--- src/logic/bram_ctrl_config.svh ---
`ifndef BRAM_CTRL_CONFIG_SVH
`define BRAM_CTRL_CONFIG_SVH

//////////////////////////////////////////////////
// Row buffer geometry
//////////////////////////////////////////////////

// Words per row buffer
`define BRAM_DEPTH 1024

// Row and column index, one bit under log2 of depth
`define IDX_W ($clog2(`BRAM_DEPTH) - 1)

// Sequencer memory holds five words per buffer pair
`define SEQ_W ($clog2((`BRAM_DEPTH / 2) * 5))

// Prefetch fill count width
`define PFB_COUNT_W 18

//////////////////////////////////////////////////
// Pipeline timing
//////////////////////////////////////////////////

// Read latency of the buffers
`define DELAY_CYCLES 2

// Last value of the five-step cycle counter
`define CYCLE_WRAP 4

`endif

--- src/logic/bram_ctrl_pkg.sv ---
`include "bram_ctrl_config.svh"

package bram_ctrl_pkg;

    //////////////////////////////////////////////////
    // Phase machine
    //////////////////////////////////////////////////

    // One-hot phase encoding
    typedef enum logic [6:0] {
        ST_IDLE           = 7'b0000001,
        ST_LOAD_SEQUENCER = 7'b0000010,
        ST_PRIM_BUFFER_0  = 7'b0000100,
        ST_PRIM_BUFFER_1  = 7'b0001000,
        ST_LOAD_PFB       = 7'b0010000,
        ST_ACTIVE         = 7'b0100000,
        ST_FIN_ROW_MATRIC = 7'b1000000
    } state_t;

    //////////////////////////////////////////////////
    // Indices and counts
    //////////////////////////////////////////////////

    // Row or column of a map
    typedef logic [`IDX_W-1:0] idx_t;

    // Sequencer memory address
    typedef logic [`SEQ_W-1:0] seq_addr_t;

    // Sequencer fill count, one bit wider than the address
    typedef logic [`SEQ_W:0] seq_cnt_t;

    // Prefetch buffer fill count
    typedef logic [`PFB_COUNT_W-1:0] pfb_cnt_t;

    // Five-step cycle counter
    typedef logic [2:0] cycle_t;

endpackage

--- src/logic/scan_if.sv ---
`timescale 1ns/1ps

interface scan_if;

    // Pixel taken this cycle
    logic pix_accept;

    // Last column of input row 2 reached
    logic prime_done;

    // Same test two cycles later
    logic prime_drained;

    // Last output column with row_matric high
    logic out_row_end;

    // Row end on the last output row
    logic out_map_end;

    // Phase machine side
    modport fsm (
        output pix_accept,
        input  prime_done,
        input  prime_drained,
        input  out_row_end,
        input  out_map_end
    );

    // Counter side
    modport scan (
        input  pix_accept,
        output prime_done,
        output prime_drained,
        output out_row_end,
        output out_map_end
    );

endinterface

--- src/logic/delay_line.sv ---
`timescale 1ns/1ps
`include "bram_ctrl_config.svh"

module delay_line
    import bram_ctrl_pkg::*;
#(
    parameter type T     = idx_t,
    parameter int  DEPTH = `DELAY_CYCLES
) (
    input  logic clk,
    input  logic rst,
    input  T     din,
    output T     dout
);

    // Stage 0 takes the input, last stage drives the output
    T stage [DEPTH];

    always_ff @(posedge clk) begin
        if (rst) begin
            for (int i = 0; i < DEPTH; i++) begin
                stage[i] <= '0;
            end
        end else begin
            stage[0] <= din;
            for (int i = 1; i < DEPTH; i++) begin
                stage[i] <= stage[i-1];
            end
        end
    end

    assign dout = stage[DEPTH-1];

endmodule

--- src/logic/pixel_scan.sv ---
`timescale 1ns/1ps
`include "bram_ctrl_config.svh"

module pixel_scan
    import bram_ctrl_pkg::*;
(
    input  logic clk,
    input  logic rst,
    input  logic row_matric,
    input  idx_t num_input_cols,
    input  idx_t num_output_rows,
    input  idx_t num_output_cols,
    scan_if.scan sc,
    output idx_t input_col,
    output idx_t input_col_d,
    output idx_t input_row_d
);

    idx_t input_row;
    idx_t output_col;
    idx_t output_row;
    logic in_col_last;

    assign in_col_last = (input_col == num_input_cols);

    //////////////////////////////////////////////////
    // Input scan
    //////////////////////////////////////////////////

    // One step per accepted pixel
    // Whole scan restarts when the map is finished
    always_ff @(posedge clk) begin
        if (rst || sc.out_map_end) begin
            input_col <= '0;
            input_row <= '0;
        end else if (sc.pix_accept) begin
            if (in_col_last) begin
                input_col <= '0;
                input_row <= input_row + 1'b1;
            end else begin
                input_col <= input_col + 1'b1;
            end
        end
    end

    // Copies aligned with buffer read data
    delay_line #(
        .T     (idx_t),
        .DEPTH (`DELAY_CYCLES)
    ) u_col_dly (
        .clk  (clk),
        .rst  (rst),
        .din  (input_col),
        .dout (input_col_d)
    );

    delay_line #(
        .T     (idx_t),
        .DEPTH (`DELAY_CYCLES)
    ) u_row_dly (
        .clk  (clk),
        .rst  (rst),
        .din  (input_row),
        .dout (input_row_d)
    );

    //////////////////////////////////////////////////
    // Output scan
    //////////////////////////////////////////////////

    // One column per row_matric pulse
    always_ff @(posedge clk) begin
        if (rst || sc.out_map_end) begin
            output_col <= '0;
            output_row <= '0;
        end else if (sc.out_row_end) begin
            output_col <= '0;
            output_row <= output_row + 1'b1;
        end else if (row_matric) begin
            output_col <= output_col + 1'b1;
        end
    end

    // Status flags
    // Priming ends on row 2, the third input row
    assign sc.prime_done    = (input_row == idx_t'(2)) && in_col_last;
    assign sc.prime_drained = (input_row_d == idx_t'(2)) && (input_col_d == num_input_cols);
    assign sc.out_row_end   = (output_col == num_output_cols) && row_matric;
    assign sc.out_map_end   = sc.out_row_end && (output_row == num_output_rows);

endmodule

--- src/logic/seq_addr_ctrl.sv ---
`timescale 1ns/1ps
`include "bram_ctrl_config.svh"

module seq_addr_ctrl
    import bram_ctrl_pkg::*;
(
    input  logic      clk,
    input  logic      rst,
    input  logic      seq_wren,
    input  logic      active,
    input  seq_cnt_t  seq_count,
    output seq_addr_t seq_wr_addr,
    output seq_addr_t seq_rd_addr,
    output logic      seq_rden,
    output cycle_t    cycle_counter
);

    logic rd_go;
    logic rden_d;

    // Reads run once the sequencer holds more than two words
    assign rd_go = active && (seq_count > seq_cnt_t'(2));

    //////////////////////////////////////////////////
    // Sequencer addresses
    //////////////////////////////////////////////////

    // Write address follows each write strobe
    // Empty sequencer means the next map starts at zero
    always_ff @(posedge clk) begin
        if (rst) begin
            seq_wr_addr <= '0;
        end else if (seq_wren) begin
            seq_wr_addr <= seq_wr_addr + 1'b1;
        end else if (seq_count == '0) begin
            seq_wr_addr <= '0;
        end
    end

    always_ff @(posedge clk) begin
        if (rst) begin
            seq_rden    <= 1'b0;
            seq_rd_addr <= '0;
        end else if (rd_go) begin
            seq_rden    <= 1'b1;
            seq_rd_addr <= seq_rd_addr + 1'b1;
        end else begin
            seq_rden    <= 1'b0;
            seq_rd_addr <= '0;
        end
    end

    //////////////////////////////////////////////////
    // Cycle counter
    //////////////////////////////////////////////////

    // Read strobe lined up with sequencer data
    delay_line #(
        .T     (logic),
        .DEPTH (`DELAY_CYCLES)
    ) u_rden_dly (
        .clk  (clk),
        .rst  (rst),
        .din  (seq_rden),
        .dout (rden_d)
    );

    // Five steps per sequencer word group
    always_ff @(posedge clk) begin
        if (rst) begin
            cycle_counter <= '0;
        end else if (active && rden_d) begin
            if (cycle_counter == cycle_t'(`CYCLE_WRAP)) begin
                cycle_counter <= '0;
            end else begin
                cycle_counter <= cycle_counter + 1'b1;
            end
        end
    end

endmodule

--- src/logic/bram_phase_fsm.sv ---
`timescale 1ns/1ps

module bram_phase_fsm
    import bram_ctrl_pkg::*;
(
    input  logic       clk,
    input  logic       rst,
    input  logic       datain_valid,
    input  logic       pixel_datain_tag,
    input  logic       seq_datain_tag,
    input  logic       new_map,
    input  logic       row_matric,
    input  seq_cnt_t   seq_count,
    input  pfb_cnt_t   pfb_count,
    input  seq_cnt_t   seq_full_count,
    input  idx_t       num_input_cols,
    input  idx_t       row_matric_done_count,
    scan_if.fsm        sc,
    output state_t     state,
    output logic       pixel_datain_rdy,
    output logic       seq_datain_rdy,
    output logic       seq_wren,
    output logic       seq_count_rst,
    output logic       seq_count_set,
    output logic       pfb_wren,
    output logic       pfb_rden,
    output logic       pixel_valid_early,
    output logic       row_matric_done,
    output logic [1:0] gray_code
);

    idx_t       row_matric_count;
    logic [1:0] gc;
    logic       pix_in;
    logic       seq_in;
    logic       last_seq;
    logic       last_pix;
    logic       last_pfb;
    logic       fin_last;

    //////////////////////////////////////////////////
    // Phase end conditions
    //////////////////////////////////////////////////

    assign pix_in = datain_valid && pixel_datain_tag;
    assign seq_in = datain_valid && seq_datain_tag;

    // Final write in flight, external count still one behind
    assign last_seq = seq_wren && (seq_count + 1'b1 == seq_full_count);
    assign last_pfb = pfb_wren && (pfb_count == pfb_cnt_t'(num_input_cols));

    // Last pixel of input row 2 taken this cycle
    assign last_pix = sc.pix_accept && sc.prime_done;

    assign fin_last = (row_matric_count == row_matric_done_count);

    // Every pixel ready cycle is an accepted pixel
    assign sc.pix_accept = pixel_datain_rdy;

    assign row_matric_done = (state == ST_FIN_ROW_MATRIC) && fin_last;

    // Binary count mapped to 00 01 11 10
    assign gray_code = {gc[1], gc[1] ^ gc[0]};

    //////////////////////////////////////////////////
    // Phase machine
    //////////////////////////////////////////////////

    always_ff @(posedge clk) begin
        if (rst) begin
            state             <= ST_IDLE;
            pixel_datain_rdy  <= 1'b0;
            seq_datain_rdy    <= 1'b0;
            seq_wren          <= 1'b0;
            seq_count_rst     <= 1'b0;
            seq_count_set     <= 1'b0;
            pfb_wren          <= 1'b0;
            pfb_rden          <= 1'b0;
            pixel_valid_early <= 1'b0;
            row_matric_count  <= '0;
            gc                <= '0;
        end else begin
            // Strobes last one cycle unless renewed
            pixel_datain_rdy  <= 1'b0;
            seq_datain_rdy    <= 1'b0;
            seq_wren          <= 1'b0;
            seq_count_rst     <= 1'b0;
            seq_count_set     <= 1'b0;
            pfb_wren          <= 1'b0;
            pfb_rden          <= 1'b0;
            pixel_valid_early <= 1'b0;
            case (state)
                ST_IDLE: begin
                    if (new_map) begin
                        state <= ST_LOAD_SEQUENCER;
                    end
                end
                ST_LOAD_SEQUENCER: begin
                    // Stream sequencer words into memory
                    seq_wren       <= seq_in && !last_seq;
                    seq_datain_rdy <= seq_in && !last_seq;
                    if (last_seq) begin
                        state <= ST_PRIM_BUFFER_0;
                    end
                end
                ST_PRIM_BUFFER_0: begin
                    // First three rows go to the pixel buffer
                    if (pix_in && !last_pix) begin
                        pixel_datain_rdy <= 1'b1;
                        pfb_wren         <= 1'b1;
                        pfb_rden         <= 1'b1;
                    end
                    if (last_pix) begin
                        state <= ST_PRIM_BUFFER_1;
                    end
                end
                ST_PRIM_BUFFER_1: begin
                    // Wait out the buffer read latency
                    if (sc.prime_drained) begin
                        state <= ST_LOAD_PFB;
                    end
                end
                ST_LOAD_PFB: begin
                    // One input row into the prefetch buffer
                    if (pix_in && !last_pfb) begin
                        pixel_datain_rdy <= 1'b1;
                        pfb_wren         <= 1'b1;
                    end
                    if (last_pfb) begin
                        state <= ST_ACTIVE;
                    end
                end
                ST_ACTIVE: begin
                    pfb_rden          <= row_matric;
                    pixel_valid_early <= !sc.out_row_end;
                    if (sc.out_map_end) begin
                        // Map done, sequencer emptied
                        seq_count_rst <= 1'b1;
                        state         <= ST_IDLE;
                    end else if (sc.out_row_end) begin
                        // Sequencer rewound for the next row
                        seq_count_set <= 1'b1;
                        state         <= ST_FIN_ROW_MATRIC;
                    end
                end
                ST_FIN_ROW_MATRIC: begin
                    // Flush the row matrix out of the prefetch buffer
                    pfb_rden         <= !fin_last;
                    row_matric_count <= row_matric_count + 1'b1;
                    if (fin_last) begin
                        row_matric_count <= '0;
                        gc               <= gc + 1'b1;
                        state            <= ST_LOAD_PFB;
                    end
                end
                default: begin
                    state <= ST_IDLE;
                end
            endcase
        end
    end

endmodule

--- src/logic/octo_bram_ctrl.sv ---
`timescale 1ns/1ps
`include "bram_ctrl_config.svh"

module octo_bram_ctrl
    import bram_ctrl_pkg::*;
(
    input  logic       clk,
    input  logic       rst,
    input  logic       datain_valid,
    input  logic       pixel_datain_tag,
    input  logic       seq_datain_tag,
    input  logic       new_map,
    input  logic       row_matric,
    input  seq_cnt_t   seq_count,
    input  pfb_cnt_t   pfb_count,
    input  idx_t       num_input_cols,
    input  idx_t       num_output_rows,
    input  idx_t       num_output_cols,
    input  seq_cnt_t   seq_full_count,
    input  idx_t       row_matric_done_count,
    output logic       pixel_datain_rdy,
    output logic       pixel_dataout_valid,
    output seq_addr_t  seq_wr_addr,
    output seq_addr_t  seq_rd_addr,
    output logic       seq_wren,
    output logic       seq_rden,
    output logic       seq_datain_rdy,
    output logic       seq_count_rst,
    output logic       seq_count_set,
    output state_t     state,
    output idx_t       input_row_d,
    output idx_t       input_col,
    output idx_t       input_col_d,
    output logic [1:0] gray_code,
    output cycle_t     cycle_counter,
    output logic       pfb_wren,
    output logic       pfb_rden,
    output logic       pfb_rden_d,
    output logic       row_matric_done
);

    logic active;
    logic pixel_valid_early;

    // Sequencer reads only in the active phase
    assign active = (state == ST_ACTIVE);

    // Status between phase machine and counters
    scan_if sc ();

    //////////////////////////////////////////////////
    // Control
    //////////////////////////////////////////////////

    bram_phase_fsm u_fsm (
        .clk                   (clk),
        .rst                   (rst),
        .datain_valid          (datain_valid),
        .pixel_datain_tag      (pixel_datain_tag),
        .seq_datain_tag        (seq_datain_tag),
        .new_map               (new_map),
        .row_matric            (row_matric),
        .seq_count             (seq_count),
        .pfb_count             (pfb_count),
        .seq_full_count        (seq_full_count),
        .num_input_cols        (num_input_cols),
        .row_matric_done_count (row_matric_done_count),
        .sc                    (sc.fsm),
        .state                 (state),
        .pixel_datain_rdy      (pixel_datain_rdy),
        .seq_datain_rdy        (seq_datain_rdy),
        .seq_wren              (seq_wren),
        .seq_count_rst         (seq_count_rst),
        .seq_count_set         (seq_count_set),
        .pfb_wren              (pfb_wren),
        .pfb_rden              (pfb_rden),
        .pixel_valid_early     (pixel_valid_early),
        .row_matric_done       (row_matric_done),
        .gray_code             (gray_code)
    );

    pixel_scan u_scan (
        .clk             (clk),
        .rst             (rst),
        .row_matric      (row_matric),
        .num_input_cols  (num_input_cols),
        .num_output_rows (num_output_rows),
        .num_output_cols (num_output_cols),
        .sc              (sc.scan),
        .input_col       (input_col),
        .input_col_d     (input_col_d),
        .input_row_d     (input_row_d)
    );

    seq_addr_ctrl u_seq (
        .clk           (clk),
        .rst           (rst),
        .seq_wren      (seq_wren),
        .active        (active),
        .seq_count     (seq_count),
        .seq_wr_addr   (seq_wr_addr),
        .seq_rd_addr   (seq_rd_addr),
        .seq_rden      (seq_rden),
        .cycle_counter (cycle_counter)
    );

    //////////////////////////////////////////////////
    // Read latency alignment
    //////////////////////////////////////////////////

    delay_line #(
        .T     (logic),
        .DEPTH (`DELAY_CYCLES)
    ) u_pfb_rden_dly (
        .clk  (clk),
        .rst  (rst),
        .din  (pfb_rden),
        .dout (pfb_rden_d)
    );

    // Output valid tracks the buffer data
    delay_line #(
        .T     (logic),
        .DEPTH (`DELAY_CYCLES)
    ) u_valid_dly (
        .clk  (clk),
        .rst  (rst),
        .din  (pixel_valid_early),
        .dout (pixel_dataout_valid)
    );

endmodule

--- config.mk ---
export PLATFORM = sky130hd
export DESIGN_NAME = octo_bram_ctrl
export DESIGN_NICKNAME = d
export VERILOG_FILES = /design/src/logic/bram_ctrl_pkg.sv /design/src/logic/scan_if.sv /design/src/logic/delay_line.sv /design/src/logic/pixel_scan.sv /design/src/logic/seq_addr_ctrl.sv /design/src/logic/bram_phase_fsm.sv /design/src/logic/octo_bram_ctrl.sv
export VERILOG_INCLUDE_DIRS = /design/src /design/src/logic
export SDC_FILE = /design/constraint.sdc
export NUM_CORES = 1
export LEC_CHECK = 0
export BUFFER_PORTS_ARGS = -buffer_cell sky130_fd_sc_hd__buf_2
export CORE_UTILIZATION = 35
export CTS_CLUSTER_SIZE = 24
export DETAILED_ROUTE_END_ITERATION = 10
export GPL_TIMING_DRIVEN = 1
export PLACE_DENSITY = 0.6
export SLEW_MARGIN = 20
export SYNTH_ARGS = -nofsm -noshare
export SYNTH_HDL_FRONTEND = slang
export SYNTH_SLANG_ARGS = --single-unit
--- constraint.sdc ---
create_clock -name clk -period 5.65 [get_ports clk]
set_input_delay 0.565 -clock clk [delete_from_list [all_inputs] [get_ports clk]]
set_output_delay 0.565 -clock clk [all_outputs]
set_load 0.03 [all_outputs]
== After elaboration in Yosys (flattened, before gate mapping) ==
Memories as Yosys holds them, arrays and structs flattened.
Cells that the tools add are included.

* Add/subtract/negate cells: 10
* Order comparisons: 1
* Equal/unequal tests: 24
* Muxes and demuxes: 34
* Bitwise logic cells: 14
* Reduce and logical (&&, ||, !) cells: 31

{| class="wikitable"
|+ Operators by type and width
! cell !! count
|-
| $mux W7 || 8
|-
| $mux W9 || 6
|-
| $pmux W7 S7 || 1
|-
| $add A9 B1 Y9 const B || 5
|-
| $eq A9 B9 Y1 || 5
|-
| $add A12 B1 Y12 const B || 2
|-
| $mux W12 || 2
|-
| $eq A18 B9 Y1 || 1
|-
| $eq A9 B2 Y1 const B || 2
|-
| $logic_and A1 B1 Y1 || 15
|-
| $mux W1 || 14
|-
| $add A13 B1 Y13 const B || 1
|-
| $eq A13 B13 Y1 || 1
|-
| $gt A13 B2 Y1 const B || 1
|-
| $logic_not A13 Y1 || 1
|-
| $or A1 B1 Y1 || 10
|-
| $ne A2 B1 Y1 const B || 4
|-
| $reduce_or A2 Y1 || 4
|-
| $eq A7 B1 Y1 const B || 1
|-
| $eq A7 B2 Y1 const B || 1
|-
| $eq A7 B3 Y1 const B || 1
|-
| $eq A7 B4 Y1 const B || 1
|-
| $eq A7 B5 Y1 const B || 1
|-
| $eq A7 B6 Y1 const B || 1
|-
| other kinds (17) || 25
|}

* Register bits after elaboration: 88
* RAM bits: 42
* Bits of input ports: 87
* Word-level logic and storage cells: 136
* Memories kept: 5

{| class="wikitable"
|+ Memories
! name !! words !! width !! read ports !! clocked after memory_dff !! write ports !! RTL line !! text
|-
| u_scan.u_col_dly.stage || 2 || 9 || 2 || 0 || 2 || delay_line.sv:17 || <nowiki>T stage [DEPTH];</nowiki>
|-
| u_scan.u_row_dly.stage || 2 || 9 || 2 || 0 || 2 || delay_line.sv:17 ||
|-
| u_pfb_rden_dly.stage || 2 || 1 || 2 || 0 || 2 || delay_line.sv:17 ||
|-
| u_seq.u_rden_dly.stage || 2 || 1 || 2 || 0 || 2 || delay_line.sv:17 ||
|-
| u_valid_dly.stage || 2 || 1 || 2 || 0 || 2 || delay_line.sv:17 ||
|}

== Longest topological paths before layout ==
* Word-level depth: 7
* Gate-level depth with buffers: 8
* Gate-level depth less buffers: 8

== Hierarchy ==
A second synthesis with hierarchy kept.

* Cells, all modules: 736
* Area total of the unflattened synthesis: 6,627.6 µm²

{| class="wikitable"
|+ By module, submodules not included
! module !! times used !! cells each !! area each (µm²)
|-
| pixel_scan || 1 || 246 || 2,120.8
|-
| bram_phase_fsm || 1 || 233 || 1,904.3
|-
| seq_addr_ctrl || 1 || 151 || 1,308.8
|-
| delay_line at u_scan.u_col_dly ... || 2 || 46 || 556.8
|-
| delay_line at u_pfb_rden_dly ... || 3 || 4 || 52.6
|-
| octo_bram_ctrl || 1 || 2 || 22.5
|}

== Worst setup path before layout ==
No wires, ideal clock.

* Path type: register to output
* From: register u_fsm.state[0]
* To: output row_matric_done
* Arrival: 1,700 ps
* Required time: 5,085 ps
* Slack: 3,385 ps
* Stages on the path, launching flop included: 4
* Path through: dfxtp_1 > nor4_2 > nand4bb_1 > nor4_4

* Word-level cells in the longest chain between the ends: 2

{| class="wikitable"
|+ Ends and longest elaborated chain
! what !! RTL line !! text
|-
| start: declaration || bram_phase_fsm.sv:19 || <nowiki>output state_t state,</nowiki>
|-
| start signal: assignment || bram_phase_fsm.sv:71 || <nowiki>state <= ST_IDLE;</nowiki>
|-
| start signal: assignment || bram_phase_fsm.sv:95 || <nowiki>state <= ST_LOAD_SEQUENCER;</nowiki>
|-
| start signal: assignment || bram_phase_fsm.sv:103 || <nowiki>state <= ST_PRIM_BUFFER_0;</nowiki>
|-
| $eq A7 B7 Y1 || bram_phase_fsm.sv:60 || <nowiki>assign row_matric_done = (state == ST_FIN_ROW_MATRIC) && fin_last;</nowiki>
|-
| $logic_and A1 B1 Y1 || bram_phase_fsm.sv:60 ||
|-
| end: declaration || octo_bram_ctrl.sv:39 || <nowiki>output logic row_matric_done</nowiki>
|}

No other way between the ends.

== Worst setup path in the final report ==
Ends and elaborated chain as after synthesis.

==> run metrics <==
multi-input logic area 3400 sq um; Worst Hold Class in2reg; Critical Path RT 5.09 ns; CP startpoint kind flop; Iter 0 DRT Violations 214; Row Count 48; Setup-failing EPs final 0; Post-DP HPWL 11500 um; origin of the critical flop-to-flop path u_scan.output_col[0]; CP Launch Point u_fsm.state[0]; Layout fillers 1766; CTS Buffer Depth 2; Avg Cell Area, Syn 9.02 sq um; Layout area overhead 22.3%; largest net degree at the start of global routing 53; Setup Crit Path Kind reg2out; Mapped Area 6320 sq um; YS warnings 0; Synth top area share 0.412; RSZ-0062 raised after global routing no; top-count cell post-synth dfxtp_1; Max FO, Critical Path 6; CTS tree done; later-pin clock latency in the skew report 0.42 ns; post-route cell area 7730 sq um; clk_skew 0.00911 ns; grt peak-use layer met2; placed instance count 1045; GRT Util Overall 0.171; total gr overflow 0; FFs w/ async S/R, synth 0; dominant cells by area after synthesis dfxtp_1 (41%), xor2_1 (9.3%), xnor2_1 (8.3%), nor2_1 (5.2%), nor2b_1 (4.4%); power density over cell area 279 nW/um^2; max-slew violations 0; Max stage delay cell, worst path nor4_2; CP arrival 2.24 ns; crit share post-route 0.497; gpl congestion 0.826; cell chain of the critical path nor4_2, nand4bb_1, nor4_4, buf_2; Design Power 2.16 mW; syn_nets 801; number of flops mapped to enable cells by yosys 0; CTS Root Cell clkbuf_16; setup TNS 0 ns; CP endpoint kind output port; outcome finished clean; Mapped Cells 701; nets@finish 939; boundary pin count 161; Global Route met1 Usage 0.226; Commonest cells post-synth dfxtp_1 (130), nor2_1 (88), xor2_1 (67), xnor2_1 (60), nor2b_1 (44); Reg area 2600 sq um; CTS H-Tree Depth 4; Max Clk Rate 356 MHz; core area 17500 sq um; max-cap violation count 0; Num CTS Buffers 17; Layout Cells excl Fill 1078; CP Buf/Inv Count 1; layout cells sized above 1 0.246; hold path startpoint pixel_datain_tag; Most used DFF post-synth dfxtp_1; flip-flop and latch count after synthesis 130; Sink Count 130; largest incremental delay on the critical path 0.54 ns; Pre-Repair DR Iteration Count 5; setup bufs post-CTS 0; final core occ 0.442; Final Hold Violating Endpoints 0; Tmin final 2.81 ns; WL per Instance 14.2 um; DIE AREA 18600 sq um; Max IR drop VDD 0.207 mV; Netlist cell types 65; delay-heaviest family, CP simple AND/OR/NAND/NOR gates; global-route wire length before repair 24400 um; vias in the first global route 4821; Post-CTS Resized 0; number of I/O port buffers 160; sequential area share after synthesis 0.412; Die Span Y 136 um; met3 Use GR 0.0477; met2 Use GR 0.259; Die Span X 136 um; Reg clk slew, reported paths 0.06 ns; Area after DPL 7160 sq um; initial antenna violation count 1; # hold bufs at CTS 0; Starting Density 0.362; worst-margin pin slew 0.867 ns; final antenna-violating net count 0; Leak 3.26 nW; DR vias/cell 4.83; DRT Wirelength 15300 um; drc violations 0; area leader, netlist dfxtp_1; Slew HR 0.419; Vias 5206
-- power breakdown --
group          switching [mW]  total, mW  internal [mW]
Clock                   0.454       1.08          0.621
Sequential             0.0102      0.932          0.922
Combinational          0.0870      0.154         0.0667
-- state kept, by name (all words and copies together), names as in the netlist, 2 cells and up --
signal and flops:
u_scan.u_col_dly.stage 18, u_scan.input_col 9, u_scan.output_col 9, u_fsm.gc 2
u_seq.cycle_counter 3, u_fsm.row_matric_count 9, u_pfb_rden_dly.stage 2, u_scan.input_row 9
u_fsm.state 7, u_seq.seq_wr_addr 12, u_valid_dly.stage 2, u_scan.output_row 9
u_scan.u_row_dly.stage 18, u_seq.u_rden_dly.stage 2, u_seq.seq_rd_addr 12
-- area by class of cell --
class	count	share of cell area
multi-input cells	514	0.440
flip-flops and latches	130	0.337
repair buffers	162	0.106
clock buffers	18	0.0555
well taps	225	0.0364
clock inverters	14	0.0188
inverters	14	0.00680
diodes	1	0.000324
-- per-stage QoR --
| stage | setup WS, ns | hold slack, ns |
|---|---|---|
| final | 2.84 | 0.394 |
| after global routing | 2.69 | 0.377 |
| after CTS | 2.80 | 0.371 |
| after detailed placement | 2.77 | 0.422 |
| after global placement | 2.81 | 0.416 |
| after floorplan | 3.38 | 0.414 |
-- final timing paths --
check,endpoint,slack (ns),depth (start not counted)
worst max-delay path,row_matric_done,2.84,4
worst min-delay path,u_fsm.pixel_datain_rdy,0.39,3
worst max register to register,u_scan.input_col[6],3.03,6
worst min register to register,u_scan.u_col_dly.stage[0][16],0.43,1
-- worst reg2reg max path, stage by stage, from the launching register on --
cell and delay (ns):
dfxtp_1 0.47, xnor2_1 0.15, nand4_1 0.12, nor3_2 0.67, a21o_1 0.61, nand2b_1 0.37
nor2_1 0.10
-- routing by layer --
metal / routed length, um / up-vias / share of wire
li1: - / 2671 / -
met1: 7420 / 2388 / 0.49
met2: 6950 / 125 / 0.45
met3: 632 / 22 / 0.041
met4: 269 / 0 / 0.018
met5: 0 / - / 0
-- cells by family after synthesis --
group	after synthesis	synth area share
XOR/XNOR	127	0.176
AO/OA/AOI/OAI	58	0.0621
adder cells (fa/ha/maj)	13	0.0257
flip-flops	130	0.412
AND/OR/NAND/NOR	314	0.271
multiplexers	2	0.00317
buffers and inverters	57	0.0501
-- cells in the final DEF, fill, tap and decap left out, types with 5 or more instances in the layout --
master     synthesis  layout
xor2_1            67      67
inv_1             13      13
inv_6              0       5
clkbuf_16          0      17
nor2b_1           44      44
dfxtp_1          130     130
nand2_1           34      34
and3_1            21      21
a211oi_1           5       5
nand3_1           25      25
nand4_1           34      34
nor4_1            13      13
nor2_1            88      88
a31oi_1            5       5
buf_2              5     160
xnor2_1           60      60
nor3_1            13      13
ha_1              13      13
a21oi_1           17      17
No activity file was read; power rests on OpenSTA's default activity.
